File: config.mk
export PLATFORM = sky130hd
export DESIGN_NAME = bicubic_top
export DESIGN_NICKNAME = d
export VERILOG_FILES = /design/src/source/bicubic_pkg.sv /design/src/source/bicubic_top.sv /design/src/source/bicubic_ctrl.sv /design/src/source/separable_interp.sv /design/src/source/cubic_engine.sv /design/src/source/frac_table.sv /design/src/source/frac_divider.sv
export VERILOG_INCLUDE_DIRS = /design/src /design/src/source
export SDC_FILE = /design/constraint.sdc
export NUM_CORES = 2
export LEC_CHECK = 0
export BUFFER_PORTS_ARGS = -buffer_cell sky130_fd_sc_hd__buf_2
export CORE_ASPECT_RATIO = 1.75
export CORE_MARGIN = 10
export CORE_UTILIZATION = 27
export CTS_CLUSTER_DIAMETER = 50
export CTS_CLUSTER_SIZE = 16
export DETAILED_ROUTE_END_ITERATION = 10
export PLACE_DENSITY = 0.39
export SLEW_MARGIN = 20
export SYNTH_ARGS = -nofsm -noshare
export SYNTH_HDL_FRONTEND = slang
export SYNTH_SLANG_ARGS = --single-unit
File: constraint.sdc
create_clock -name CLK -period 17.2 [get_ports CLK]
set_input_delay 1.72 -clock CLK [delete_from_list [all_inputs] [get_ports CLK]]
set_output_delay 1.72 -clock CLK [all_outputs]
set_load 0.05 [all_outputs]
File: src/source/bicubic_params.svh
`ifndef BICUBIC_PARAMS_SVH
`define BICUBIC_PARAMS_SVH

// source image
`define IMG_W      100
`define IMG_H      100
`define PIX_W      8
`define ROM_AW     14

// Q0.8 fractions
`define FRAC_W     8
`define TBL_DEPTH  64

`define COORD_W    7
`define SRC_DIM_W  5
`define TGT_DIM_W  6

// cubic engine
`define ACC_W      24
`define CUBIC_LAT  3

`endif
File: src/source/bicubic_pkg.sv
`include "bicubic_params.svh"

package bicubic_pkg;

    typedef struct packed {
        logic [`COORD_W-1:0]   v0;
        logic [`COORD_W-1:0]   h0;
        logic [`SRC_DIM_W-1:0] sw;
        logic [`SRC_DIM_W-1:0] sh;
        logic [`TGT_DIM_W-1:0] tw;
        logic [`TGT_DIM_W-1:0] th;
    } scale_cfg_t;

    typedef enum logic {
        BANK_H,
        BANK_V
    } frac_bank_t;

    typedef struct packed {
        frac_bank_t            bank;
        logic [`TGT_DIM_W-1:0] index;
        logic [`FRAC_W-1:0]    value;
    } frac_wr_t;

    // src_row/src_col locate tap p1 in absolute image coordinates
    typedef struct packed {
        logic [`COORD_W-1:0]   src_row;
        logic [`COORD_W-1:0]   src_col;
        logic [`FRAC_W-1:0]    frac_h;
        logic [`FRAC_W-1:0]    frac_v;
        logic [`TGT_DIM_W-1:0] tgt_row;
        logic [`TGT_DIM_W-1:0] tgt_col;
    } pix_job_t;

    typedef struct packed {
        logic [3:0][`PIX_W-1:0] taps;  // taps[k] is p_k
        logic [`FRAC_W-1:0]     t;
    } cubic_req_t;

    typedef struct packed {
        logic [`COORD_W-1:0] row;
        logic [`COORD_W-1:0] col;
        logic [`PIX_W-1:0]   data;
    } res_wr_t;

endpackage

File: src/source/bicubic_top.sv
`include "bicubic_params.svh"

module bicubic_top (
    input  logic                    CLK,
    input  logic                    RST,
    input  bicubic_pkg::scale_cfg_t cfg_i,
    input  logic [`PIX_W-1:0]       rom_data_i,
    output logic                    rom_en_o,
    output logic [`ROM_AW-1:0]      rom_addr_o,
    output logic                    res_we_o,
    output bicubic_pkg::res_wr_t    res_o,
    output logic                    done_o
);
    import bicubic_pkg::*;

    logic                  div_start;
    logic [`TGT_DIM_W-1:0] div_rem;
    logic [`TGT_DIM_W-1:0] div_divisor;
    logic                  div_done;
    logic [`FRAC_W-1:0]    div_frac;
    frac_wr_t              tbl_wr;
    logic [`TGT_DIM_W-1:0] tbl_rd_h;
    logic [`TGT_DIM_W-1:0] tbl_rd_v;
    logic [`FRAC_W-1:0]    tbl_h;
    logic [`FRAC_W-1:0]    tbl_v;
    logic                  job_start;
    pix_job_t              job;
    logic                  job_done;
    logic                  req_valid;
    cubic_req_t            req;
    logic                  rsp_valid;
    logic [`PIX_W-1:0]     rsp;

    bicubic_ctrl ctrl_i (
        .CLK           (CLK),
        .RST           (RST),
        .cfg_i         (cfg_i),
        .div_start_o   (div_start),
        .div_rem_o     (div_rem),
        .div_divisor_o (div_divisor),
        .div_done_i    (div_done),
        .div_frac_i    (div_frac),
        .tbl_wr_o      (tbl_wr),
        .tbl_rd_h_o    (tbl_rd_h),
        .tbl_rd_v_o    (tbl_rd_v),
        .tbl_h_i       (tbl_h),
        .tbl_v_i       (tbl_v),
        .job_start_o   (job_start),
        .job_o         (job),
        .job_done_i    (job_done),
        .done_o        (done_o)
    );

    frac_divider div_i (
        .CLK       (CLK),
        .RST       (RST),
        .start_i   (div_start),
        .rem_i     (div_rem),
        .divisor_i (div_divisor),
        .done_o    (div_done),
        .frac_o    (div_frac)
    );

    frac_table tbl_i (
        .CLK      (CLK),
        .wr_i     (tbl_wr),
        .rd_h_i   (tbl_rd_h),
        .rd_v_i   (tbl_rd_v),
        .frac_h_o (tbl_h),
        .frac_v_o (tbl_v)
    );

    separable_interp interp_i (
        .CLK         (CLK),
        .RST         (RST),
        .job_start_i (job_start),
        .job_i       (job),
        .rom_en_o    (rom_en_o),
        .rom_addr_o  (rom_addr_o),
        .rom_data_i  (rom_data_i),
        .req_valid_o (req_valid),
        .req_o       (req),
        .rsp_valid_i (rsp_valid),
        .rsp_i       (rsp),
        .res_we_o    (res_we_o),
        .res_o       (res_o),
        .job_done_o  (job_done)
    );

    cubic_engine engine_i (
        .CLK         (CLK),
        .RST         (RST),
        .req_valid_i (req_valid),
        .req_i       (req),
        .rsp_valid_o (rsp_valid),
        .rsp_o       (rsp)
    );

endmodule

File: src/source/bicubic_ctrl.sv
`include "bicubic_params.svh"

module bicubic_ctrl (
    input  logic                    CLK,
    input  logic                    RST,
    input  bicubic_pkg::scale_cfg_t cfg_i,
    output logic                    div_start_o,
    output logic [`TGT_DIM_W-1:0]   div_rem_o,
    output logic [`TGT_DIM_W-1:0]   div_divisor_o,
    input  logic                    div_done_i,
    input  logic [`FRAC_W-1:0]      div_frac_i,
    output bicubic_pkg::frac_wr_t   tbl_wr_o,
    output logic [`TGT_DIM_W-1:0]   tbl_rd_h_o,
    output logic [`TGT_DIM_W-1:0]   tbl_rd_v_o,
    input  logic [`FRAC_W-1:0]      tbl_h_i,
    input  logic [`FRAC_W-1:0]      tbl_v_i,
    output logic                    job_start_o,
    output bicubic_pkg::pix_job_t   job_o,
    input  logic                    job_done_i,
    output logic                    done_o
);
    import bicubic_pkg::*;

    typedef enum logic [2:0] {
        S_DIV_GO,
        S_DIV_WAIT,
        S_NORM,
        S_LOOKUP,
        S_JOB,
        S_JOB_WAIT,
        S_DONE
    } state_t;

    state_t                state;
    frac_bank_t            init_bank;
    logic [`TGT_DIM_W-1:0] init_idx;
    logic [`TGT_DIM_W-1:0] tgt_row;
    logic [`TGT_DIM_W-1:0] tgt_col;
    logic [`COORD_W-1:0]   quot_h;
    logic [`COORD_W-1:0]   quot_v;
    logic [`COORD_W-1:0]   rem_h;
    logic [`COORD_W-1:0]   rem_v;
    logic [`TGT_DIM_W-1:0] last_h;   // TW-1
    logic [`TGT_DIM_W-1:0] last_v;   // TH-1
    logic                  wr_now;

    assign last_h = cfg_i.tw - 1'b1;
    assign last_v = cfg_i.th - 1'b1;

    assign div_start_o   = (state == S_DIV_GO);
    assign div_rem_o     = init_idx;
    assign div_divisor_o = (init_bank == BANK_H) ? last_h : last_v;

    // idle cycles write the top entry, no remainder ever reaches it
    assign wr_now   = (state == S_DIV_WAIT) && div_done_i;
    assign tbl_wr_o = '{bank:  init_bank,
                        index: wr_now ? init_idx : `TGT_DIM_W'(`TBL_DEPTH - 1),
                        value: div_frac_i};

    assign tbl_rd_h_o = rem_h[`TGT_DIM_W-1:0];
    assign tbl_rd_v_o = rem_v[`TGT_DIM_W-1:0];

    assign job_start_o = (state == S_JOB);
    assign job_o = '{src_row: cfg_i.v0 + quot_v,
                     src_col: cfg_i.h0 + quot_h,
                     frac_h:  tbl_h_i,
                     frac_v:  tbl_v_i,
                     tgt_row: tgt_row,
                     tgt_col: tgt_col};

    assign done_o = (state == S_DONE);

    always_ff @(posedge CLK) begin
        if (RST) begin
            state     <= S_DIV_GO;
            init_bank <= BANK_H;
            init_idx  <= '0;
            tgt_row   <= '0;
            tgt_col   <= '0;
            quot_h    <= '0;
            quot_v    <= '0;
            rem_h     <= '0;
            rem_v     <= '0;
        end else begin
            case (state)
                S_DIV_GO: state <= S_DIV_WAIT;
                S_DIV_WAIT: begin
                    if (div_done_i) begin
                        if (init_idx == div_divisor_o - 1'b1) begin
                            init_idx <= '0;
                            if (init_bank == BANK_H) begin
                                init_bank <= BANK_V;
                                state     <= S_DIV_GO;
                            end else begin
                                state <= S_NORM;  // both banks filled
                            end
                        end else begin
                            init_idx <= init_idx + 1'b1;
                            state    <= S_DIV_GO;
                        end
                    end
                end
                // one carry per cycle, so downscaling also settles
                S_NORM: begin
                    if (rem_h >= last_h) begin
                        rem_h  <= rem_h - last_h;
                        quot_h <= quot_h + 1'b1;
                    end else if (rem_v >= last_v) begin
                        rem_v  <= rem_v - last_v;
                        quot_v <= quot_v + 1'b1;
                    end else begin
                        state <= S_LOOKUP;
                    end
                end
                S_LOOKUP: state <= S_JOB;     // table read in flight
                S_JOB:    state <= S_JOB_WAIT;
                S_JOB_WAIT: begin
                    if (job_done_i) begin
                        if (tgt_row == last_v) begin
                            tgt_row <= '0;
                            quot_v  <= '0;
                            rem_v   <= '0;
                            tgt_col <= tgt_col + 1'b1;
                            rem_h   <= rem_h + cfg_i.sw - 1'b1;
                            state   <= (tgt_col == last_h) ? S_DONE : S_NORM;
                        end else begin
                            tgt_row <= tgt_row + 1'b1;
                            rem_v   <= rem_v + cfg_i.sh - 1'b1;
                            state   <= S_NORM;
                        end
                    end
                end
                default: state <= S_DONE;  // held until reset
            endcase
        end
    end

endmodule

File: src/source/separable_interp.sv
`include "bicubic_params.svh"

module separable_interp (
    input  logic                    CLK,
    input  logic                    RST,
    input  logic                    job_start_i,
    input  bicubic_pkg::pix_job_t   job_i,
    output logic                    rom_en_o,
    output logic [`ROM_AW-1:0]      rom_addr_o,
    input  logic [`PIX_W-1:0]       rom_data_i,
    output logic                    req_valid_o,
    output bicubic_pkg::cubic_req_t req_o,
    input  logic                    rsp_valid_i,
    input  logic [`PIX_W-1:0]       rsp_i,
    output logic                    res_we_o,
    output bicubic_pkg::res_wr_t    res_o,
    output logic                    job_done_o
);
    import bicubic_pkg::*;

    pix_job_t               job_q;
    logic [3:0]             rd_idx;     // {tap row, tap col}
    logic [1:0]             data_idx;
    logic                   data_vld;
    logic [`COORD_W-1:0]    tap_row;
    logic [`COORD_W-1:0]    tap_col;
    logic [2:0][`PIX_W-1:0] row_buf;    // first three taps of a row
    logic [2:0][`PIX_W-1:0] col_buf;    // first three horizontal results
    logic [1:0]             h_cnt;
    logic                   v_phase;
    logic                   row_last;
    logic                   h_last;
    logic                   v_rsp;

    // 4x4 block spans p1 - 1 .. p1 + 2 in both directions
    assign tap_row    = job_q.src_row + rd_idx[3:2] - 1'b1;
    assign tap_col    = job_q.src_col + rd_idx[1:0] - 1'b1;
    assign rom_addr_o = `ROM_AW'(tap_row) * `ROM_AW'(`IMG_W) + `ROM_AW'(tap_col);

    assign row_last = data_vld && (data_idx == 2'd3);
    assign h_last   = rsp_valid_i && !v_phase && (h_cnt == 2'd3);
    assign v_rsp    = rsp_valid_i && v_phase;

    always_ff @(posedge CLK) begin
        if (RST) begin
            rom_en_o    <= 1'b0;
            rd_idx      <= '0;
            data_vld    <= 1'b0;
            req_valid_o <= 1'b0;
            res_we_o    <= 1'b0;
            job_done_o  <= 1'b0;
            h_cnt       <= '0;
            v_phase     <= 1'b0;
        end else begin
            if (job_start_i) begin
                rom_en_o <= 1'b1;
                rd_idx   <= '0;
            end else if (rom_en_o) begin
                rd_idx <= rd_idx + 1'b1;
                if (rd_idx == 4'd15) begin
                    rom_en_o <= 1'b0;
                end
            end
            data_vld    <= rom_en_o;  // ROM answers a cycle later
            req_valid_o <= row_last || h_last;
            res_we_o    <= v_rsp;
            job_done_o  <= v_rsp;
            if (rsp_valid_i) begin
                if (v_phase) begin
                    v_phase <= 1'b0;
                end else begin
                    h_cnt <= h_cnt + 1'b1;
                    if (h_cnt == 2'd3) begin
                        v_phase <= 1'b1;
                    end
                end
            end
        end
    end

    always_ff @(posedge CLK) begin
        if (job_start_i) begin
            job_q <= job_i;
        end
        data_idx <= rd_idx[1:0];
        if (data_vld) begin
            row_buf <= {rom_data_i, row_buf[2:1]};
        end
        if (rsp_valid_i && !v_phase) begin
            col_buf <= {rsp_i, col_buf[2:1]};
        end
        // horizontal and vertical requests never fall in the same cycle
        if (row_last) begin
            req_o <= '{taps: {rom_data_i, row_buf}, t: job_q.frac_h};
        end else if (h_last) begin
            req_o <= '{taps: {rsp_i, col_buf}, t: job_q.frac_v};
        end
        if (v_rsp) begin
            res_o <= '{row:  `COORD_W'(job_q.tgt_row),
                       col:  `COORD_W'(job_q.tgt_col),
                       data: rsp_i};
        end
    end

endmodule

File: src/source/cubic_engine.sv
`include "bicubic_params.svh"

module cubic_engine (
    input  logic                    CLK,
    input  logic                    RST,
    input  logic                    req_valid_i,
    input  bicubic_pkg::cubic_req_t req_i,
    output logic                    rsp_valid_o,
    output logic [`PIX_W-1:0]       rsp_o
);
    localparam int CW = `PIX_W + 4;  // coefficient sums up to about +-1530

    logic                       vld1;
    logic                       vld2;
    logic signed [CW-1:0]       p [4];
    logic [2*`FRAC_W-1:0]       sq;
    logic [2*`FRAC_W-1:0]       cube;

    // stage 1
    logic [`FRAC_W-1:0]         s1_t;
    logic [`FRAC_W-1:0]         s1_x2;
    logic [`PIX_W-1:0]          s1_p1;
    logic signed [CW-1:0]       s1_c1;  // p2 - p0
    logic signed [CW-1:0]       s1_c2;  // 2p0 - 5p1 + 4p2 - p3
    logic signed [CW-1:0]       s1_c3;  // -p0 + 3p1 - 3p2 + p3

    // stage 2
    logic signed [`ACC_W-1:0]   s2_m0;
    logic signed [`ACC_W-1:0]   s2_m1;
    logic signed [`ACC_W-1:0]   s2_m2;
    logic signed [`ACC_W-1:0]   s2_m3;

    logic signed [`ACC_W-1:0]   acc;
    logic signed [`ACC_W-1:0]   scaled;

    always_comb begin
        for (int k = 0; k < 4; k++) begin
            p[k] = $signed({4'b0000, req_i.taps[k]});
        end
        sq     = req_i.t * req_i.t + 16'd128;
        cube   = s1_x2 * s1_t + 16'd128;
        acc    = s2_m0 + s2_m1 + s2_m2 + s2_m3 + 24'sd256;
        scaled = acc >>> 9;  // floor division by 512
    end

    always_ff @(posedge CLK) begin
        if (RST) begin
            vld1        <= 1'b0;
            vld2        <= 1'b0;
            rsp_valid_o <= 1'b0;
        end else begin
            vld1        <= req_valid_i;
            vld2        <= vld1;
            rsp_valid_o <= vld2;
        end
    end

    always_ff @(posedge CLK) begin
        s1_t  <= req_i.t;
        s1_x2 <= sq[2*`FRAC_W-1:`FRAC_W];
        s1_p1 <= req_i.taps[1];
        s1_c1 <= p[2] - p[0];
        s1_c2 <= 2 * p[0] - 5 * p[1] + 4 * p[2] - p[3];
        s1_c3 <= 3 * p[1] - 3 * p[2] + p[3] - p[0];

        s2_m0 <= {{(`ACC_W - `PIX_W - 9){1'b0}}, s1_p1, 9'd0};
        s2_m1 <= $signed({1'b0, s1_t}) * s1_c1;
        s2_m2 <= $signed({1'b0, s1_x2}) * s1_c2;
        s2_m3 <= $signed({1'b0, cube[2*`FRAC_W-1:`FRAC_W]}) * s1_c3;  // x3 * c3

        if (scaled < 0) begin
            rsp_o <= '0;
        end else if (scaled > 255) begin
            rsp_o <= '1;
        end else begin
            rsp_o <= scaled[`PIX_W-1:0];
        end
    end

endmodule

File: src/source/frac_table.sv
`include "bicubic_params.svh"

module frac_table (
    input  logic                  CLK,
    input  bicubic_pkg::frac_wr_t wr_i,
    input  logic [`TGT_DIM_W-1:0] rd_h_i,
    input  logic [`TGT_DIM_W-1:0] rd_v_i,
    output logic [`FRAC_W-1:0]    frac_h_o,
    output logic [`FRAC_W-1:0]    frac_v_o
);
    import bicubic_pkg::*;

    logic [`FRAC_W-1:0] bank_h [`TBL_DEPTH];
    logic [`FRAC_W-1:0] bank_v [`TBL_DEPTH];

    always_ff @(posedge CLK) begin
        if (wr_i.bank == BANK_H) begin
            bank_h[wr_i.index] <= wr_i.value;
        end else begin
            bank_v[wr_i.index] <= wr_i.value;
        end
        frac_h_o <= bank_h[rd_h_i];
        frac_v_o <= bank_v[rd_v_i];
    end

endmodule

File: src/source/frac_divider.sv
`include "bicubic_params.svh"

module frac_divider (
    input  logic                  CLK,
    input  logic                  RST,
    input  logic                  start_i,
    input  logic [`TGT_DIM_W-1:0] rem_i,
    input  logic [`TGT_DIM_W-1:0] divisor_i,
    output logic                  done_o,
    output logic [`FRAC_W-1:0]    frac_o
);
    localparam int DIV_W = 2 * `FRAC_W;

    logic [4:0]            cnt;
    logic [DIV_W-1:0]      quo;     // dividend shifting out, quotient in
    logic [`TGT_DIM_W-1:0] part;    // partial remainder
    logic [`TGT_DIM_W-1:0] dvs;
    logic [`TGT_DIM_W:0]   shifted;
    logic [`TGT_DIM_W:0]   diff;

    assign shifted = {part, quo[DIV_W-1]};
    assign diff    = shifted - {1'b0, dvs};
    assign frac_o  = quo[`FRAC_W-1:0];  // rem < divisor keeps the upper bits zero

    always_ff @(posedge CLK) begin
        if (RST) begin
            cnt    <= '0;
            done_o <= 1'b0;
        end else begin
            done_o <= (cnt == 5'd1);
            if (start_i) begin
                cnt <= 5'(DIV_W);
            end else if (cnt != '0) begin
                cnt <= cnt - 1'b1;
            end
        end
    end

    always_ff @(posedge CLK) begin
        if (start_i) begin
            // rem*256 + divisor/2 rounds to nearest
            quo  <= {rem_i, {`FRAC_W{1'b0}}} + DIV_W'(divisor_i >> 1);
            part <= '0;
            dvs  <= divisor_i;
        end else if (cnt != '0) begin
            if (shifted >= {1'b0, dvs}) begin
                part <= diff[`TGT_DIM_W-1:0];
                quo  <= {quo[DIV_W-2:0], 1'b1};
            end else begin
                part <= shifted[`TGT_DIM_W-1:0];
                quo  <= {quo[DIV_W-2:0], 1'b0};
            end
        end
    end

endmodule

==> flow_results.org <==
** Status
- The flow ran to the end, and the final reports show no timing, DRC or antenna violations.

** Worst setup path
- Setup Crit Path Kind :: reg -> reg
- Max FO, Critical Path :: 20
- Data arrival time of the critical path :: 10.39 ns
- Startpoint class of the critical path :: flop
- Cell with the largest stage delay on the worst path :: sky130_fd_sc_hd__xor2_1
- Required time at the endpoint of the critical path :: about 18 ns
- The worst setup path is captured at a flop.
- For this run, the slowest stage of the critical path takes 0.83 ns.
- Counting stages on the worst path, the most repeated cell is sky130_fd_sc_hd__fa_1.

** Synth
- Dominant register cell in the synthesized netlist :: sky130_fd_sc_hd__edfxtp_1
- After synthesis the cells add up to 72300 µm².
- Number of enable-type register cells in the synthesized netlist :: 1196
- Counting every instance in the synthesized netlist gives 4825.
- Yosys printed 0 warnings.
- Cell type with the largest total area after synthesis :: sky130_fd_sc_hd__edfxtp_1
- Ranking of synthesized cells by area :: sky130_fd_sc_hd__edfxtp_1, sky130_fd_sc_hd__mux4_2, sky130_fd_sc_hd__fa_1
- The share of synthesized area in the top cell type comes to just under 50%.
- Synthesized area per cell :: 15.0 µm²
- By instance count, the leading cell after synthesis is sky130_fd_sc_hd__edfxtp_1.
- Number of library cell types mapped by synthesis :: 91
- Number of synthesized register bits :: 1423
- Of all flip-flops after synthesis, the portion carrying an async set or reset was 0%.
- Most frequent cells after synthesis :: sky130_fd_sc_hd__edfxtp_1, sky130_fd_sc_hd__inv_1, sky130_fd_sc_hd__ha_1
- Of the synthesized area, sequential elements account for 56.0%.

** Timing
- Remaining max-slew budget at the tightest pin :: 14.6%
- Part of the cycle the worst path needs :: 56.4%
- RSZ-0062 raised after global routing :: no
- Derived from the worst setup path, the maximum achievable clock frequency is 103 MHz.
- Time the worst path needs with I/O delays and setup :: 9.71 ns
- Pin slew with the least headroom to its limit :: 1.28 ns
- The final number of max-transition violations was 0.
- Final hold slack :: about 0.33 ns
- In the final timing run, aggregate negative setup slack is 0 ns.
- Setup violations remaining at the end of the flow were counted as 0.
- Post-route clock skew :: 0.0622 ns
- The worst path meets setup with 7.49 ns of slack.
- Hold violation total from the final report :: 0

** Clock network
- Clock input transition at the sequential cells of the worst setup and hold paths :: roughly 0.060 ns
- TritonCTS built the clock tree.
- Buffers inserted during clock tree synthesis total 142.
- Number of buffers added to fix hold violations after cts :: 0
- Buffers added to address setup during post-CTS repair amount to 0.
- For the worst-skew pair, the clock arrives at the later sink with an insertion delay of around 0.81 ns.
- Resized cells post-CTS :: 0
- In this run the clock root is driven by a sky130_fd_sc_hd__clkbuf_16.
- The clock tree synthesis step divided the H-tree into 4 levels.
- # clock sinks :: between 1000 and 1500
- Maximum buffer depth of the clock tree :: 4

** Floorplanning
- The floorplan step set the die width to 411 µm.
- FP Rows :: about 250
- Std-Cell Core Area :: around 270000 µm²
- For this configuration, the core starts out at a cell density of 27.1%.
- Number of top-level pins :: 85
- The die covers about 290000 µm².
- The floorplan step set the die height to 704 µm.

** Drt
- Total detailed-routing wirelength :: 207000 µm
- Vias post-DR :: about 38000
- Post-DRT Antenna Nets :: 0
- DRC violations left :: 0
- The pre-antenna-repair detailed-routing pass consisted of 5 iterations.
- The first routing iteration left 1857 violations.
- Number of vias per cell :: around 4.4
- Average wire length per cell after detail routing :: 24.1 µm

** Place
- DPL Wire Length :: 155000 µm
- Placer Congestion :: 0.780
- Buffers added on ports :: 82
- After detailed placement, the total cell area comes to 76900 µm².
- Before CTS, the worst setup slack after placement is 7.19 ns.

** Power and ir drop
- Summed over all cells, the static leakage comes to 29.8 nW.
- Across the VDD grid, the largest voltage drop is 0.0000729 V.
- PD cells :: 99.0 nW/µm²
- Total power consumption of the routed design :: 0.00808 W

** Final layout
- Area added between synthesis and finish :: 12.9%
- The final layout contains 5730 nets.
- Of the cells placed in the final design, the portion with a size suffix greater than 1 is roughly 16%.
- Summing all non-filler instances in the final layout gives an area of 81600 µm².

** Global route
- Grt ovf :: 0
- Entering global routing, the biggest net connects 89 pins.
- Global-route wire length before repair :: 303000 µm
- Across every metal layer, demand over resource in global routing totals between 10% and 20%.
- The via count of the first global-routing pass was 42300.
- Initial antenna violation count :: 24

** Job
- Max-cap violations in this run came to 0.

** Worst hold path
- The min-delay analysis places its worst path in the category reg -> reg.
[area by class of cell]
cell class	instances	area, µm²
antenna	41	103
clock buffer	167	3780
clock inverter	71	842
fill	26400	185000
inverter	578	2170
multi-input combinational	2664	29000
sequential	1423	40500
tap	3542	4430
timing repair buffer	132	793
[per-layer routing]
metal / vias up / global-route usage, % / wire [µm]
li1: 17500 / - / -
met1: 20000 / 14.4 / 71400
met2: 485 / 29.4 / 123000
met3: 271 / 1.72 / 5530
met4: 6 / 4.72 / 7460
met5: - / 0 / 42
[worst paths after layout]
check	from	end	slack (ns)	depth (start not counted)
worst max-delay path	engine_i.s1_x2[3]$_DFF_P_	engine_i.s2_m3[22]$_DFF_P_	7.49	32
worst min-delay path	engine_i.s1_p1[0]$_DFF_P_	engine_i.s2_m0[9]$_DFF_P_	0.33	0
worst max register to register	engine_i.s1_x2[3]$_DFF_P_	engine_i.s2_m3[22]$_DFF_P_	7.49	32
worst min register to register	engine_i.s1_p1[0]$_DFF_P_	engine_i.s2_m0[9]$_DFF_P_	0.33	0
[logic make-up after synthesis]
| kind of cell | after synthesis | share of synthesized area (%) |
|---|---|---|
| AND/OR/NAND/NOR | 961 | 6.45 |
| XOR/XNOR | 227 | 2.78 |
| AO/OA/AOI/OAI | 340 | 3.15 |
| adder cells (fa/ha/maj) | 743 | 16.3 |
| other | 1 | 0.00519 |
| buffers and inverters | 739 | 3.96 |
| multiplexers | 391 | 11.3 |
| flip-flops | 1423 | 56.0 |
[metrics by stage]
stage	std cells	utilization, %
CTS	8577	30.6
global placement	8338	28.8
detailed placement	8339	28.8
finish	8618	30.6
global route	8614	30.6
floorplan	4826	-
[sequential cells by signal (all words and copies together) (netlist names), 9 cells and up]
name              flops
interp_i.job_q       42
engine_i.s1_c2       12
engine_i.s2_m1       18
engine_i.s2_m3       21
div_i.quo            16
interp_i.res_o       20
engine_i.s1_c1        9
interp_i.req_o       40
tbl_i.bank_v        512
interp_i.col_buf     24
engine_i.s1_c3       12
tbl_i.bank_h        512
engine_i.s2_m2       21
interp_i.row_buf     24
[critical path: cells and delay by family, from the launching register on]
kind,cells,cell delay (ns)
flip-flops,1,0.79
AND/OR/NAND/NOR,3,0.50
buffers and inverters,6,0.42
AO/OA/AOI/OAI,11,3.14
XOR/XNOR,2,0.97
adder cells (fa/ha/maj),10,3.79
[power breakdown]
group | internal (W) | total (W) | switching, W | leakage [nW]
Combinational | 0.000137 | 0.000719 | 0.000582 | 14.8
Clock | 0.00177 | 0.00320 | 0.00143 | 2.23
Sequential | 0.00412 | 0.00416 | 0.0000409 | 12.8
[layout by cell type (no fill, tap or decap), drive strengths merged, types with 32 or more instances in the layout]
cell type,n
a21o,34
a21oi,123
and2,191
buf,132
clkbuf,167
clkinv,32
dfxtp,227
diode,41
edfxtp,1196
fa,332
ha,411
inv,594
mux2,42
mux4,336
nand2,276
nand3,40
nor2,270
nor2b,49
nor3,33
o21ai,41
xnor2,147
xor2,80
Power figures use the tool's default switching activity.
